[config.mk]
export PLATFORM = sky130hd
export DESIGN_NAME = round_sequencer
export DESIGN_NICKNAME = d
export VERILOG_FILES = /design/src/logic/aes_pkg.sv /design/src/logic/round_sequencer.sv
export SDC_FILE = /design/constraint.sdc
export NUM_CORES = 1
export LEC_CHECK = 0
export ABC_AREA = 1
export BUFFER_PORTS_ARGS = -buffer_cell sky130_fd_sc_hd__buf_4
export CAP_MARGIN = 20
export CORE_AREA = 5 5 199 201
export DETAILED_ROUTE_END_ITERATION = 16
export DIE_AREA = 0 0 204 206
export GPL_TIMING_DRIVEN = 1
export SYNTH_ARGS = -nofsm -noshare
export SYNTH_HDL_FRONTEND = slang
export SYNTH_SLANG_ARGS = --single-unit
[constraint.sdc]
create_clock -name ACLK -period 7.4 [get_ports ACLK]
set_input_delay 0.74 -clock ACLK [delete_from_list [all_inputs] [get_ports ACLK]]
set_output_delay 0.74 -clock ACLK [all_outputs]
set_load 0.02 [all_outputs]
[src/logic/aes_pkg.sv]
// Shared types, tables and GF(2^8) helpers for the AES-128 core.
// Byte layout follows FIPS-197 column order: the top byte of a block is
// row 0 / column 0, the next byte row 1 / column 0, and so on.
// Only the 128-bit key length is supported.
package aes_pkg;

	localparam int NUM_ROUNDS = 10; // AES-128

	typedef logic [7:0] aes_byte_t;
	typedef logic [0:3][7:0] aes_word_t; // one column, row 0 in the top byte

	typedef struct packed {
		aes_word_t [0:3] col; // col[0] sits in bits 127:96
	} aes_block_t;

	typedef aes_block_t round_key_t; // same layout as the cipher state

	typedef enum logic [1:0] {
		ROUND_INITIAL, // key addition only
		ROUND_MIDDLE,
		ROUND_FINAL    // no column mixing
	} round_kind_t;

	typedef logic [3:0] key_index_t; // 0 to 10

	localparam logic [0:9][7:0] RCON = 80'h01_02_04_08_10_20_40_80_1b_36;

	// forward S-box, entry 0 in the top byte
	localparam logic [0:255][7:0] SBOX = {
		128'h637c777bf26b6fc53001672bfed7ab76,
		128'hca82c97dfa5947f0add4a2af9ca472c0,
		128'hb7fd9326363ff7cc34a5e5f171d83115,
		128'h04c723c31896059a071280e2eb27b275,
		128'h09832c1a1b6e5aa0523bd6b329e32f84,
		128'h53d100ed20fcb15b6acbbe394a4c58cf,
		128'hd0efaafb434d338545f9027f503c9fa8,
		128'h51a3408f929d38f5bcb6da2110fff3d2,
		128'hcd0c13ec5f974417c4a77e3d645d1973,
		128'h60814fdc222a908846eeb814de5e0bdb,
		128'he0323a0a4906245cc2d3ac629195e479,
		128'he7c8376d8dd54ea96c56f4ea657aae08,
		128'hba78252e1ca6b4c6e8dd741f4bbd8b8a,
		128'h703eb5664803f60e613557b986c11d9e,
		128'he1f8981169d98e949b1e87e9ce5528df,
		128'h8ca1890dbfe6426841992d0fb054bb16
	};

	localparam logic [0:255][7:0] INV_SBOX = {
		128'h52096ad53036a538bf40a39e81f3d7fb,
		128'h7ce339829b2fff87348e4344c4dee9cb,
		128'h547b9432a6c2233dee4c950b42fac34e,
		128'h082ea16628d924b2765ba2496d8bd125,
		128'h72f8f66486689816d4a45ccc5d65b692,
		128'h6c704850fdedb9da5e154657a78d9d84,
		128'h90d8ab008cbcd30af7e45805b8b34506,
		128'hd02c1e8fca3f0f02c1afbd0301138a6b,
		128'h3a9111414f67dcea97f2cfcef0b4e673,
		128'h96ac7422e7ad3585e2f937e81c75df6e,
		128'h47f11a711d29c5896fb7620eaa18be1b,
		128'hfc563e4bc6d279209adbc0fe78cd5af4,
		128'h1fdda8338807c731b11210592780ec5f,
		128'h60517fa919b54a0d2de57a9f93c99cef,
		128'ha0e03b4dae2af5b0c8ebbb3c83539961,
		128'h172b047eba77d626e169146355210c7d
	};

	// multiply by x, reduced by the AES polynomial
	function automatic aes_byte_t gf_xtime(input aes_byte_t b);
		return {b[6:0], 1'b0} ^ (b[7] ? 8'h1b : 8'h00);
	endfunction

	function automatic aes_byte_t gf_mul9(input aes_byte_t b);
		aes_byte_t x8;
		x8 = gf_xtime(gf_xtime(gf_xtime(b)));
		return x8 ^ b;
	endfunction

	function automatic aes_byte_t gf_mul11(input aes_byte_t b);
		aes_byte_t x2;
		aes_byte_t x8;
		x2 = gf_xtime(b);
		x8 = gf_xtime(gf_xtime(x2));
		return x8 ^ x2 ^ b;
	endfunction

	function automatic aes_byte_t gf_mul13(input aes_byte_t b);
		aes_byte_t x4;
		aes_byte_t x8;
		x4 = gf_xtime(gf_xtime(b));
		x8 = gf_xtime(x4);
		return x8 ^ x4 ^ b;
	endfunction

	function automatic aes_byte_t gf_mul14(input aes_byte_t b);
		aes_byte_t x2;
		aes_byte_t x4;
		aes_byte_t x8;
		x2 = gf_xtime(b);
		x4 = gf_xtime(x2);
		x8 = gf_xtime(x4);
		return x8 ^ x4 ^ x2;
	endfunction

endpackage

[src/logic/round_sequencer.sv]
// Round control for one block at a time.
// start is a level held by the caller; dropping it abandons the operation.
// block_out is loaded with the result while valid pulses for one cycle,
// and a new operation may begin in the cycle after valid.
`timescale 1ns/1ps

module round_sequencer (
	input  logic                 ACLK,
	input  logic                 ARSTn,
	input  logic                 start,
	input  logic                 decrypt,
	input  aes_pkg::aes_block_t  block_in,
	input  logic                 keys_ready,
	input  aes_pkg::aes_block_t  next_state,
	output logic                 expand_go,
	output aes_pkg::key_index_t  key_index,
	output aes_pkg::aes_block_t  cur_state,
	output aes_pkg::round_kind_t round_kind,
	output aes_pkg::aes_block_t  block_out,
	output logic                 valid
);
	import aes_pkg::*;

	typedef enum logic [1:0] {
		SEQ_IDLE,
		SEQ_EXPAND,
		SEQ_ROUNDS,
		SEQ_DONE
	} seq_phase_t;

	seq_phase_t phase;
	key_index_t round_cnt; // 0 is the initial key addition

	assign expand_go = (phase == SEQ_IDLE) && start && !valid;

	// decryption walks the schedule backwards
	assign key_index = decrypt ? key_index_t'(NUM_ROUNDS) - round_cnt : round_cnt;

	always_comb
	begin
		if (round_cnt == '0)
			round_kind = ROUND_INITIAL;
		else if (round_cnt == key_index_t'(NUM_ROUNDS))
			round_kind = ROUND_FINAL;
		else
			round_kind = ROUND_MIDDLE;
	end

	always_ff @(posedge ACLK)
	begin
		if (!ARSTn)
		begin
			phase     <= SEQ_IDLE;
			round_cnt <= '0;
			valid     <= 1'b0;
			block_out <= '0;
		end
		else
		begin
			valid <= 1'b0;
			case (phase)
				SEQ_IDLE:
					if (expand_go)
						phase <= SEQ_EXPAND;
				SEQ_EXPAND:
					if (!start)
						phase <= SEQ_IDLE; // abandoned
					else if (keys_ready)
					begin
						round_cnt <= '0;
						phase     <= SEQ_ROUNDS;
					end
				SEQ_ROUNDS:
					if (!start)
						phase <= SEQ_IDLE;
					else if (round_cnt == key_index_t'(NUM_ROUNDS))
						phase <= SEQ_DONE;
					else
						round_cnt <= round_cnt + 4'd1;
				default:
				begin
					phase <= SEQ_IDLE;
					if (start)
					begin
						valid     <= 1'b1;
						block_out <= cur_state;
					end
				end
			endcase
		end
	end

	// cipher state, loaded from block_in when the keys are ready
	always_ff @(posedge ACLK)
	begin
		if (phase == SEQ_EXPAND && keys_ready)
			cur_state <= block_in;
		else if (phase == SEQ_ROUNDS)
			cur_state <= next_state;
	end

	a_valid_one_cycle: assert property (@(posedge ACLK) disable iff (!ARSTn)
		valid |=> !valid);

	a_round_bound: assert property (@(posedge ACLK) disable iff (!ARSTn)
		round_cnt <= key_index_t'(NUM_ROUNDS));

endmodule

Yosys cells after proc, flatten, opt, wreduce, memory -nomap -nowiden
Index checks and enable logic that the tools add are counted.
{"block": "word_totals", "regBits": 263, "inputBits": 261, "out_inout_bits": 264, "word_cells": 79}
{"block": "op_classes", "n_addsub": 2, "eq_ne": 10, "muxes": 17, "bitwise": 2, "n_reduce_logical": 13}
{"cell": "$mux W128", "n": 2}
{"cell": "$mux W4", "n": 5}
{"cell": "$mux W2", "n": 7}
{"cell": "$ne A2 B2 Y1 const B", "n": 5}
{"cell": "$pmux W4 S2", "n": 1}
{"cell": "$ne A3 B3 Y1 const B", "n": 2}
{"cell": "$pmux W2 S3", "n": 1}
{"cell": "$reduce_and A5 Y1", "n": 1}
{"cell": "$add A4 B1 Y4 const B", "n": 1}
{"cell": "$eq A4 B4 Y1 const B", "n": 1}
{"cell": "$logic_not A4 Y1", "n": 1}
{"cell": "$reduce_bool A2 Y1", "n": 2}
{"cell": "$reduce_or A4 Y1", "n": 1}
{"cell": "$sub A4 B4 Y4 const A", "n": 1}
{"cell": "$logic_and A1 B1 Y1", "n": 3}
{"cell": "$reduce_and A3 Y1", "n": 1}
{"cell": "$reduce_or A3 Y1", "n": 1}
{"cell": "$eq A2 B1 Y1 const B", "n": 1}
{"cell": "$eq A2 B2 Y1 const B", "n": 1}
{"cell": "$logic_not A2 Y1", "n": 1}
{"cell": "$not A1 Y1", "n": 2}
{"cell": "$reduce_and A2 Y1", "n": 1}
{"cell": "$logic_not A1 Y1", "n": 1}
{"cell": "$mux W1", "n": 1}

Longest topological paths before layout
{"block": "logic_depth", "word_depth": 5, "mapped_depth": 9, "depth_no_buf": 9}

Worst setup path before layout
No wires, ideal clock.
{"block": "synth_path", "path_kind": "input to register", "startpoint": "input port keys_ready", "endpoint": "register cur_state[0] (netlist name), enable pin", "setup_ns": 0.492, "t_arrival_ns": 3.881, "required_ns": 6.908, "slack_ns": 3.027, "cell_stages": 4, "path_buffers": 2, "path_cell_list": "nand2_1 -> buf_6 -> buf_6 -> nand2_1"}
{"block": "synth_between", "elab_chain_cells": 2}
{"element": "start, declared", "line": "round_sequencer.sv:13", "source": "input logic keys_ready,"}
{"element": "$logic_and A1 B1 Y1", "line": "round_sequencer.sv:96", "source": "if (phase == SEQ_EXPAND && keys_ready)"}
{"element": "$reduce_bool A2 Y1 (no source line)"}
{"element": "end signal, assigned", "line": "round_sequencer.sv:97", "source": "cur_state <= block_in;"}
{"element": "end signal, assigned", "line": "round_sequencer.sv:99", "source": "cur_state <= next_state;"}
{"element": "end, declared", "line": "round_sequencer.sv:17", "source": "output aes_pkg::aes_block_t cur_state,"}
Every way passes these cells.
A chain may end at the register's enable or synchronous reset.

Worst setup path in the final report
{"block": "layout_path", "startpoint": "register phase[1]", "endpoint": "register cur_state[90] (netlist name), enable pin"}
{"block": "layout_between", "elab_chain_cells": 3, "word_cells_on_any_way": 4, "cone_classes": "eq/ne: 2; reduce/logical: 2"}
{"element": "start, declared", "line": "round_sequencer.sv:31", "source": "seq_phase_t phase;"}
{"element": "start signal, assigned", "line": "round_sequencer.sv:53", "source": "phase <= SEQ_IDLE;"}
{"element": "start signal, assigned", "line": "round_sequencer.sv:64", "source": "phase <= SEQ_EXPAND;"}
{"element": "start signal, assigned", "line": "round_sequencer.sv:67", "source": "phase <= SEQ_IDLE;"}
{"element": "$eq A2 B1 Y1", "line": "round_sequencer.sv:96"}
{"element": "$logic_and A1 B1 Y1", "line": "round_sequencer.sv:96"}
{"element": "$reduce_bool A2 Y1 (no source line) (*)"}
Mark *: on every way between the ends. The rest lies on a longest branch, timed or not.

==> out/results.tsv <==
stage	metric	value	unit
clocking	postcts setup bufs	0	
power	power per cell area	339	nW/um^2
placement	DP HPWL	26800	um
routing	Total Wirelength	35400	um
timing	final hold violation count	0	
worst_hold_path	HP Class	reg -> reg	
floorplanning	Core Rows	71	
cells_and_area	Antenna diodes	0	
floorplanning	Ports	525	
synth	post-synthesis sequential area ratio	0.601	
clocking	CTS Sinks	263	
floorplanning	Initial Util	0.291	
global_route	number of global-route vias before repair	8653	
setup_path	CP Max Fanout	68	
floorplanning	core area	37400	sq um
clocking	clock buffer depth	3	
routing	Via Count	8474	
global_route	gr ovfl total	0	
routing	TritonRoute pass-1 iters	4	
timing	Tcrit/Tclk final	0.402	
global_route	largest net degree at the start of global routing	75	
cells_and_area	final net count	1694	
synth	YS warnings	0	
timing	Final min period	2.97	ns
global_route	initial antenna violation count	0	
run	Max Cap Violations	0	
clocking	clk_lat worst skew	0.54	ns
routing	DRT iter0 DRCs	334	
synth	Yosys reg bits	263	
timing	clk_skew	0.00838	ns
placement	gpl congestion	0.814	
timing	setup_tns	0	ns
global_route	GRT Util Overall	0.155	
routing	vias per cell	4.33	
cells_and_area	commonest non-fill, non-tap cell in the layout	buf_4	
routing	post-route ant nets	0	
setup_path	endpoint type of the worst setup path	register	
cells_and_area	flip-flop and latch area	6550	sq um
clocking	number of H-tree levels	1	
placement	input/output buffers	524	
floorplanning	Die H	206	um
synth	synthesized cell area	10900	sq um
floorplanning	die area	42000	sq um
clocking	CTS hold repair buffers	0	
setup_path	worst endpoint required time	7.56	ns
clocking	cts repair resizes	0	
power	VDD IR-drop max	0.152	mV
routing	DR DRC count	0	
clocking	CTS root buffer	clkbuf_16	
power	Leakage	0.00716	uW
synth	library cells used by synthesis	24	
clocking	CTS tree	built	
cells_and_area	multi-input logic area	3850	sq um
timing	Slew Viols, Final	0	
timing	worst slew pin tran	1.01	ns
timing	Rel. slew slack	0.328	
setup_path	CP Class	reg -> reg	
clocking	Worst-path clk slew	0.06	ns
synth	post-synth net total	1191	
cells_and_area	Final Cell Area	16000	sq um
placement	placed cell areas	15100	sq um
setup_path	Worst Path Arrival	3.13	ns
status	status	finished clean	
routing	wire per inst	18.1	um
timing	Max Fclk	0.336	GHz
setup_path	crit path launch type	register	
timing	RSZ-0062 raised after global routing	false	
floorplanning	Die X	204	um
synth	cell count after synthesis	923	
timing	setup violators final	0	
cells_and_area	fraction of layout cells with a size suffix above 1	0.483	
clocking	total CTS buffers	29	
setup_path	reg-to-reg slack, setup	4.43	ns
cells_and_area	number of fill cells	3521	
cells_and_area	most frequent cells in the layout	buf_4 (530), nor2_1 (273), dfxtp_1 (135)	
cells_and_area	Layout area overhead	46.9	%
synth	Synth Area per Inst	11.8	sq um
global_route	first-pass GRT wire length	50900	um
[registers in the layout (all words and copies together) (netlist names)]
register   count
valid          1
block_out    128
round_cnt      4
phase          2
cur_state    128
[metrics by stage]
step	power, uW	util	worst slack (ns)	hold WS [ns]	cells
2_1_floorplan	3290	-	3.03	0.497	923
3_3_place_gp	4080	0.403	4.27	0.465	1906
3_5_place_dp	4110	0.403	4.23	0.473	1906
4_1_cts	5500	0.427	4.33	0.453	1959
5_1_grt	5690	0.427	4.21	0.465	1959
6_report	5410	0.427	4.43	0.479	1959
[critical path, cell delays in order, from the launching register on]
cell	delay, ns
dfxtp_1	0.34
inv_1	0.09
ha_1	0.26
nand2_4	0.29
nand2_4	0.70
buf_4	0.84
[final cells by class]
class                           count  area share
Clock inverter                      3     0.00117
Multi-Input combinational cell    586       0.241
Inverter                           16     0.00391
Sequential cell                   263       0.409
Tap cell                          511      0.0400
Timing Repair Buffer              530       0.249
Clock buffer                       50      0.0555
[final timing paths]
check / startpoint / to / cells after the start
setup reg to reg: phase[1] / cur_state[90] / 5
setup / recovery: phase[1] / cur_state[90] / 5
hold / removal: block_out[9] / block_out[9] / 2
hold reg to reg: block_out[9] / block_out[9] / 2
[kinds of logic (layout without fill, tap and decap cells)]
logic type | Yosys count | in the layout | synth area share
compound gates | 132 | 132 | 0.0610
mux | 128 | 128 | 0.170
xor+xnor | 2 | 2 | 0.00161
fa+ha+maj | 7 | 7 | 0.00805
flops | 263 | 263 | 0.601
simple gates | 317 | 317 | 0.112
buf+inv | 74 | 599 | 0.0463
[report_power, final]
group	internal (uW)	total, uW	leakage, uW	switching, uW
Clock	807	1370	0.000440	563
Combinational	783	1870	0.00443	1080
Sequential	1990	2170	0.00229	187
[cells in the mapped netlist]
cell type | number | share of area
nor2_1 | 273 | 0.094
dfxtp_1 | 135 | 0.25
edfxtp_1 | 128 | 0.35
o21ai_0 | 127 | 0.058
mux2_4 | 109 | 0.15
nand2_1 | 30 | 0.010
buf_6 | 28 | 0.029
clkbuf_1 | 23 | 0.0079
mux2_2 | 19 | 0.020
inv_1 | 15 | 0.0052
nand3_1 | 8 | 0.0037
ha_1 | 7 | 0.0080
nand4_1 | 4 | 0.0023
buf_2 | 3 | 0.0014
buf_4 | 3 | 0.0021
o21ai_1 | 3 | 0.0014
a31oi_1 | 1 | 0.00058
clkbuf_2 | 1 | 0.00046
inv_2 | 1 | 0.00034
nand2_2 | 1 | 0.00058
nor3_1 | 1 | 0.00046
o211ai_1 | 1 | 0.00069
xnor2_1 | 1 | 0.00080
xor2_1 | 1 | 0.00080
[per-layer routing]
metal | up-vias | global-route usage | share of wire
met5 | - | 0 | 0
met2 | 355 | 0.278 | 0.50
met4 | 0 | 0.0388 | 0.025
li1 | 4150 | - | -
met3 | 43 | 0.0439 | 0.086
met1 | 3926 | 0.182 | 0.38
No activity file was read; power rests on OpenSTA's default activity.
