## src/logic/aes_pkg.sv

```systemverilog
// Shared types, tables and GF(2^8) helpers for the AES-128 core.
// Byte layout follows FIPS-197 column order: the top byte of a block is
// row 0 / column 0, the next byte row 1 / column 0, and so on.
// Only the 128-bit key length is supported.
package aes_pkg;

	localparam int NUM_ROUNDS = 10; // AES-128

	typedef logic [7:0] aes_byte_t;
	typedef logic [0:3][7:0] aes_word_t; // one column, row 0 in the top byte

	typedef struct packed {
		aes_word_t [0:3] col; // col[0] sits in bits 127:96
	} aes_block_t;

	typedef aes_block_t round_key_t; // same layout as the cipher state

	typedef enum logic [1:0] {
		ROUND_INITIAL, // key addition only
		ROUND_MIDDLE,
		ROUND_FINAL    // no column mixing
	} round_kind_t;

	typedef logic [3:0] key_index_t; // 0 to 10

	localparam logic [0:9][7:0] RCON = 80'h01_02_04_08_10_20_40_80_1b_36;

	// forward S-box, entry 0 in the top byte
	localparam logic [0:255][7:0] SBOX = {
		128'h637c777bf26b6fc53001672bfed7ab76,
		128'hca82c97dfa5947f0add4a2af9ca472c0,
		128'hb7fd9326363ff7cc34a5e5f171d83115,
		128'h04c723c31896059a071280e2eb27b275,
		128'h09832c1a1b6e5aa0523bd6b329e32f84,
		128'h53d100ed20fcb15b6acbbe394a4c58cf,
		128'hd0efaafb434d338545f9027f503c9fa8,
		128'h51a3408f929d38f5bcb6da2110fff3d2,
		128'hcd0c13ec5f974417c4a77e3d645d1973,
		128'h60814fdc222a908846eeb814de5e0bdb,
		128'he0323a0a4906245cc2d3ac629195e479,
		128'he7c8376d8dd54ea96c56f4ea657aae08,
		128'hba78252e1ca6b4c6e8dd741f4bbd8b8a,
		128'h703eb5664803f60e613557b986c11d9e,
		128'he1f8981169d98e949b1e87e9ce5528df,
		128'h8ca1890dbfe6426841992d0fb054bb16
	};

	localparam logic [0:255][7:0] INV_SBOX = {
		128'h52096ad53036a538bf40a39e81f3d7fb,
		128'h7ce339829b2fff87348e4344c4dee9cb,
		128'h547b9432a6c2233dee4c950b42fac34e,
		128'h082ea16628d924b2765ba2496d8bd125,
		128'h72f8f66486689816d4a45ccc5d65b692,
		128'h6c704850fdedb9da5e154657a78d9d84,
		128'h90d8ab008cbcd30af7e45805b8b34506,
		128'hd02c1e8fca3f0f02c1afbd0301138a6b,
		128'h3a9111414f67dcea97f2cfcef0b4e673,
		128'h96ac7422e7ad3585e2f937e81c75df6e,
		128'h47f11a711d29c5896fb7620eaa18be1b,
		128'hfc563e4bc6d279209adbc0fe78cd5af4,
		128'h1fdda8338807c731b11210592780ec5f,
		128'h60517fa919b54a0d2de57a9f93c99cef,
		128'ha0e03b4dae2af5b0c8ebbb3c83539961,
		128'h172b047eba77d626e169146355210c7d
	};

	// multiply by x, reduced by the AES polynomial
	function automatic aes_byte_t gf_xtime(input aes_byte_t b);
		return {b[6:0], 1'b0} ^ (b[7] ? 8'h1b : 8'h00);
	endfunction

	function automatic aes_byte_t gf_mul9(input aes_byte_t b);
		aes_byte_t x8;
		x8 = gf_xtime(gf_xtime(gf_xtime(b)));
		return x8 ^ b;
	endfunction

	function automatic aes_byte_t gf_mul11(input aes_byte_t b);
		aes_byte_t x2;
		aes_byte_t x8;
		x2 = gf_xtime(b);
		x8 = gf_xtime(gf_xtime(x2));
		return x8 ^ x2 ^ b;
	endfunction

	function automatic aes_byte_t gf_mul13(input aes_byte_t b);
		aes_byte_t x4;
		aes_byte_t x8;
		x4 = gf_xtime(gf_xtime(b));
		x8 = gf_xtime(x4);
		return x8 ^ x4 ^ b;
	endfunction

	function automatic aes_byte_t gf_mul14(input aes_byte_t b);
		aes_byte_t x2;
		aes_byte_t x4;
		aes_byte_t x8;
		x2 = gf_xtime(b);
		x4 = gf_xtime(x2);
		x8 = gf_xtime(x4);
		return x8 ^ x4 ^ x2;
	endfunction

endpackage

```

## src/logic/key_expander.sv

```systemverilog
// AES-128 key schedule, one round key per clock after expand_go.
// Round keys 0..10 are stored and read back combinationally by index.
// keys_ready drops in the same cycle expand_go is raised, so a stale
// schedule is never seen as ready by a new operation.
`timescale 1ns/1ps

module key_expander (
	input  logic                ACLK,
	input  logic                ARSTn,
	input  logic                expand_go,
	input  aes_pkg::round_key_t key,
	input  aes_pkg::key_index_t key_index,
	output aes_pkg::round_key_t round_key,
	output logic                keys_ready
);
	import aes_pkg::*;

	round_key_t key_mem [NUM_ROUNDS + 1]; // round keys 0..10
	round_key_t work_key;                 // last key produced
	round_key_t next_key;
	aes_word_t  rot_sub;
	key_index_t key_cnt;                  // slot being written
	logic       busy;
	logic       ready_q;

	// rotate-word, substitute, add round constant
	always_comb
	begin
		rot_sub = {SBOX[work_key.col[3][1]], SBOX[work_key.col[3][2]],
			SBOX[work_key.col[3][3]], SBOX[work_key.col[3][0]]};
		rot_sub[0] = rot_sub[0] ^ RCON[key_cnt - 4'd1];
		next_key.col[0] = work_key.col[0] ^ rot_sub;
		for (int i = 1; i < 4; i++)
			next_key.col[i] = next_key.col[i - 1] ^ work_key.col[i];
	end

	always_ff @(posedge ACLK)
	begin
		if (!ARSTn)
		begin
			busy    <= 1'b0;
			key_cnt <= '0;
			ready_q <= 1'b0;
		end
		else if (expand_go)
		begin
			busy    <= 1'b1;
			key_cnt <= 4'd1; // key 0 is the cipher key itself
			ready_q <= 1'b0;
		end
		else if (busy)
		begin
			if (key_cnt == key_index_t'(NUM_ROUNDS))
			begin
				busy    <= 1'b0;
				ready_q <= 1'b1;
			end
			else
				key_cnt <= key_cnt + 4'd1;
		end
	end

	always_ff @(posedge ACLK)
	begin
		if (expand_go)
		begin
			work_key   <= key;
			key_mem[0] <= key;
		end
		else if (busy)
		begin
			work_key         <= next_key;
			key_mem[key_cnt] <= next_key;
		end
	end

	assign keys_ready = ready_q && !expand_go;
	assign round_key  = key_mem[key_index];

	// index comes from the sequencer and must stay inside the table
	a_index_in_range: assert property (@(posedge ACLK) disable iff (!ARSTn)
		keys_ready |-> (key_index <= key_index_t'(NUM_ROUNDS)));

endmodule

```

## config.mk

```make
export PLATFORM = sky130hd
export DESIGN_NAME = key_expander
export DESIGN_NICKNAME = d
export VERILOG_FILES = /design/src/logic/aes_pkg.sv /design/src/logic/key_expander.sv
export SDC_FILE = /design/constraint.sdc
export NUM_CORES = 2
export LEC_CHECK = 0
export ABC_AREA = 1
export BUFFER_PORTS_ARGS = -buffer_cell sky130_fd_sc_hd__buf_4
export CAP_MARGIN = 30
export CORE_ASPECT_RATIO = 0.5
export CORE_UTILIZATION = 37
export DETAILED_ROUTE_END_ITERATION = 10
export PLACE_DENSITY = 0.56
export SLEW_MARGIN = 20
export SYNTH_ARGS = -nofsm -noshare
export SYNTH_HDL_FRONTEND = slang
export SYNTH_SLANG_ARGS = --single-unit
export TNS_END_PERCENT = 30
```

## constraint.sdc

```tcl
create_clock -name ACLK -period 17 [get_ports ACLK]
set_clock_uncertainty 0.2 [all_clocks]
set_input_delay 2.55 -clock ACLK [delete_from_list [all_inputs] [get_ports ACLK]]
set_output_delay 2.55 -clock ACLK [all_outputs]
set_load 0.05 [all_outputs]
```

Word level (Yosys, flattened, before mapping)
Memory sizes are Yosys's and may differ from the RTL's.
Cells that the tools add are included.
Word-level totals
  flip-flop bits (word level): 134
  bits in writable memories: 1408
  memory bits (read-only): 8320
  input port bits: 135
  output and inout port bits: 129
  memories kept: 6
Memory list
  (no name shown): words 256, bits a word 8, rd ports 1, clocked after memory_dff 0, wr ports 0, RTL line key_expander.sv:30  | SBOX[work_key.col[3][3]], SBOX[work_key.col[3][0]]};
  (no name shown): words 256, bits a word 8, rd ports 1, clocked after memory_dff 0, wr ports 0, RTL line key_expander.sv:30
  (no name shown): words 256, bits a word 8, rd ports 1, clocked after memory_dff 0, wr ports 0, RTL line key_expander.sv:29  | rot_sub = {SBOX[work_key.col[3][1]], SBOX[work_key.col[3][2]],
  (no name shown): words 256, bits a word 8, rd ports 1, clocked after memory_dff 0, wr ports 0, RTL line key_expander.sv:29
  key_mem: words 11, bits a word 128, rd ports 1, clocked after memory_dff 0, wr ports 1, RTL line key_expander.sv:18  | round_key_t key_mem [NUM_ROUNDS + 1];
  (no name shown): words 16, bits a word 8, rd ports 1, clocked after memory_dff 0, wr ports 0, RTL line key_expander.sv:31  | rot_sub[0] = rot_sub[0] ^ RCON[key_cnt - 4'd1];
Operators by class
  $add $sub $neg: 2
  $lt $le $gt $ge: 5
  equal/unequal tests: 2
  muxes and demuxes: 26
  bitwise operators: 12
  reduce and logical (&&, ||, !) cells: 8
Operators with widths (count)
  128-bit two-way mux: 3
  128-bit OR reduction: 1
  32-bit XOR: 4
  8-bit two-way mux: 10
  9-bit >= comparator (second input constant): 4
  8-bit NOT with 9-bit output: 4
  1-bit two-way mux: 12
  8-bit XOR: 1
  2-bit AND reduction: 3
  5-bit >= comparator (second input constant): 1
  4-bit NOT with 5-bit output: 1
  4-bit by 1-bit adder with 4-bit output (second input constant): 1
  4-bit equality test (second input constant): 1
  4-bit two-way mux: 1
  4-bit by 1-bit subtractor with 4-bit output (second input constant): 1
  2-bit inequality test (second input constant): 1
  1-bit NOT: 2
  2-bit nonzero test: 1
  2-bit OR reduction: 1
  1-bit logical AND: 1
  1-bit zero test: 1

Longest topological paths before layout
  depth in word-level cells: 12
  depth in mapped cells: 22
  depth with buffers taken out: 21

Least setup slack after synthesis
Ideal clock, no wire load.
  kind: reg2reg
  start point: reg key_cnt[2]
  end point: mem key_mem[0][0] in the netlist's numbering (enable)
  data arrival time: 13.378 ns
  data required time: 15.838 ns
  path slack: 2.460 ns
  cell stages (with the launch flop): 5
  clock period less this slack: 14.540 ns
  cell sequence: dfxtp_1 > buf_2 > nor2_1 > inv_1 > o41ai_1
On the way
  word-level cells in the longest chain between the ends: 1
Ends and longest elaborated chain
  start: declaration: RTL line key_expander.sv:22  | key_index_t key_cnt;
  start signal: assignment: RTL line key_expander.sv:59  | key_cnt <= key_cnt + 4'd1;
  4-bit two-way mux (no source line)
  end: declaration: RTL line key_expander.sv:18
No other way between the ends.

==> out/metrics.yaml <==
outcome:
  status: "finished clean"
routing:
  wl_met1_mm: 118
  dr.pass1.iters: 7
  highest_layer: "met4"
  drc: 0
  wl_met2_mm: 118
  drt.antenna.violating_nets: 0
  vias_per_cell: 5.82
  vias: 61900
  wl_per_cell_um: 25.4
  met3_length_mm: 24.2
  drt-total-wl_mm: 270
  first_iter_violations: 8810
timing:
  maxSlewHeadroom_pct: 20.7
  fmax_ghz: 0.105
  setup_violations: 0
  period_needed_ps: 9520
  fin_hold_ws_ps: 263
  report.final.hold_viol_count: 0
  rsz0062_at_grt: "no"
  tns_ps: 0
  drv_slew: 0
  min_period_over_period_pct: 56.0
  tightest_slew_ps: 1190
worst_setup_path:
  crit_cells: 9
  critical-path-top-delay-family: "buffers and inverters"
  slowest_stage: "buf_12"
  startpoint_type: "input port"
  end_kind: "output pin"
  crit_chain: "buf_8, inv_8, buf_12, buf_12, o21ai_0, o221ai_1, o21ai_0, o21ai_0, buf_4"
  crit_buf_inv: 5
  cp.required_ps: 14250
  path_common_cell: "o21ai_0"
  critical_path_peak_fanout: 198
  rr_startpoint: "work_key[8]"
  endpoint: "round_key[33]"
  cp.arrival_ps: 6770
  reg2regPathDepth: 19
  r2r_setup_slack_ps: 11700
  path_class: "in -> out"
  crit_start: "key_index[0]"
  slowest_delay_ps: 720
  reg2reg_to: "key_mem[1][17]"
floorplanning:
  die_h_um: 322
  start_util_pct: 37.5
  fp.dieW_um: 641
  fp.dieArea_um2: 206000
  io_pins: 264
  coreArea_um2: 202000
  num_rows: 116
clocking:
  cts-htree-levels: 4
  hold_buffers: 0
  clock_latency_ps: 790
  path_clk_slew_ps: 50
  cts_made_buffers: 150
  clock_sinks: 1542
  tritoncts: "done"
  clk_path_buf_depth: 3
  ctsResizeCount: 0
  post_cts_buffers: 0
  clock-root-buffer: "clkbuf_16"
power:
  internal-power_w: 0.00714
  pwr-share-seq_pct: 39.8
  max-vdd-ir-drop_mv: 0.113
  p_per_area_nw_per_um2: 134
  power.share.switching_pct: 37.4
  p_clk_share_pct: 28.2
  p_leak_nw: 31.1
  power.switching_w: 0.00427
  power_frac_comb_pct: 32.0
synth:
  synth_edf_count: 1536
  synth_seq_cells: 1542
  syn_nets: 7941
  synth-seq-area-share_pct: 61.1
  netlist_area_um2: 75600
  yosys_warnings: 0
  ys.flop_type: "edfxtp_1"
  async_flop_share_pct: 0
  synthDistinctLibCells: 47
  syn_area_per_cell_um2: 9.77
  synth_cells: 7742
global_routing:
  antenna_found_initial: 18
  grt_pass1_wl_mm: 388
  grt_pass1_vias: 56200
  grt_max_degree: 199
  grt_util_all_layers_pct: 25.5
  globalRouteOverflowTotal: 0
finish:
  drive_gt1_share_pct: 10.3
  multi_input_area_um2: 26200
  final_nets: 7991
  syn_to_final_growth_pct: 12.5
  register_area_um2: 46200
  nFillCells: 19300
run:
  cap_violations: 0
placement:
  gp_congestion: 1.01
  dp_hpwl_mm: 168
  portBuffers: 263
worst_hold_path:
  min_path_type: "reg -> reg"
  hold_depth: 2
cells in the mapped netlist, types with 9 or more instances:
| cell | n | area share [%] |
|---|---|---|
| inv_1 | 219 | 1.1 |
| o221ai_1 | 113 | 1.3 |
| or2_2 | 18 | 0.15 |
| a21oi_1 | 122 | 0.81 |
| o22ai_1 | 128 | 1.1 |
| nor2_1 | 718 | 3.6 |
| buf_6 | 16 | 0.24 |
| inv_2 | 22 | 0.11 |
| ha_1 | 63 | 1.0 |
| o21ai_0 | 950 | 6.3 |
| nand4_1 | 25 | 0.21 |
| buf_4 | 21 | 0.21 |
| nand2_1 | 1623 | 8.1 |
| edfxtp_1 | 1536 | 61 |
| buf_1 | 41 | 0.20 |
| nand3_2 | 17 | 0.22 |
| nand2_4 | 12 | 0.18 |
| nor2_2 | 9 | 0.074 |
| clkbuf_1 | 348 | 1.7 |
| o21ai_1 | 43 | 0.28 |
| nand2_2 | 47 | 0.39 |
| nand3b_1 | 22 | 0.22 |
| o211ai_1 | 137 | 1.4 |
| a31oi_1 | 17 | 0.14 |
| nand3_1 | 1303 | 8.6 |
| buf_2 | 115 | 0.76 |
| a211oi_1 | 16 | 0.16 |
cell type report:
cell class                      instances  area share [%]
Inverter                              251            1.15
Clock buffer                          193            4.65
Tap cell                             2714            3.99
Timing Repair Buffer                  441            4.22
Clock inverter                         69           0.747
Multi-Input combinational cell       5406            30.8
Antenna cell                           14          0.0412
Sequential cell                      1542            54.4
worst register-to-register path, cell delays in order (launching register included):
cell and delay, ps:
edfxtp_1 350, buf_4 230, inv_2 360, ha_1 470
nand2_1 470, inv_1 110, nor2_1 670, nand2_1 100
nand3_1 100, nand3_1 130, nand3_1 110, nand3_1 140
nand3_1 180, nand2_1 160, nand2_1 120, nand3_1 100
nand2_1 120, nand2_1 80, nand3_1 80, nand2_1 540
per-layer routing:
layer | global-route usage (%) | up-vias
met5 | 0 | -
met2 | 38.1 | 3122
met1 | 37.0 | 30300
met4 | 9.58 | 0
li1 | - | 27900
met3 | 4.25 | 514
registers in the layout, summed over array words and instances, names as in the netlist:
name	flops
ready_q	1
key_mem	1408
busy	1
work_key	128
key_cnt	4
power by group through the flow:
stage          sequential, W  clock, W  combinational (W)
2_1_floorplan        0.00460         0            0.00237
3_3_place_gp         0.00462         0            0.00353
3_5_place_dp         0.00462         0            0.00353
4_1_cts              0.00454   0.00326            0.00354
5_1_grt              0.00456   0.00340            0.00394
6_report             0.00455   0.00321            0.00365
cells in the final DEF, fill, tap and decap left out, types with 22 or more instances in the layout:
master	count
o21ai_1	60
clkbuf_16	152
ha_1	63
o21ai_0	905
edfxtp_1	1536
inv_1	215
o21ai_2	29
clkinv_1	39
nand2_1	1622
o211ai_1	137
o22ai_1	128
nor2_1	710
buf_4	414
nand4_1	25
a21oi_1	122
clkbuf_1	41
nand2_2	47
o221ai_1	113
nand3_1	1303
nand3b_1	22
inv_2	23
how the worst min path moves through the flow:
stage | start | endpoint | slack, ps
finish | ready_q | ready_q | 260
floorplan | ready_q | ready_q | 240
detailed placement | ready_q | ready_q | 260
global route | ready_q | ready_q | 280
global placement | ready_q | ready_q | 250
CTS | ready_q | ready_q | 270
kinds of logic after synthesis:
group / Yosys count / synth area share [%]
adder cells (fa/ha/maj): 64 / 1.07
AO/OA/AOI/OAI: 1534 / 11.5
AND/OR/NAND/NOR: 3804 / 21.8
XOR/XNOR: 4 / 0.0463
buffers and inverters: 794 / 4.44
flip-flops: 1542 / 61.1
through the flow:
step                total power [W]  worst slack (ps)  instances  utilization (%)  instance area [µm²]
finish                       0.0114              7480      10600             42.2                85100
global route                 0.0119              7320      10600             42.2                85000
CTS                          0.0113              7490      10600             42.1                84900
detailed placement          0.00815              7500      10300             39.8                80300
global placement            0.00815              7550      10300             39.7                80100
floorplan                   0.00698              2460       7742                -                75600
Note: power is estimated with default switching activity, not from simulation.
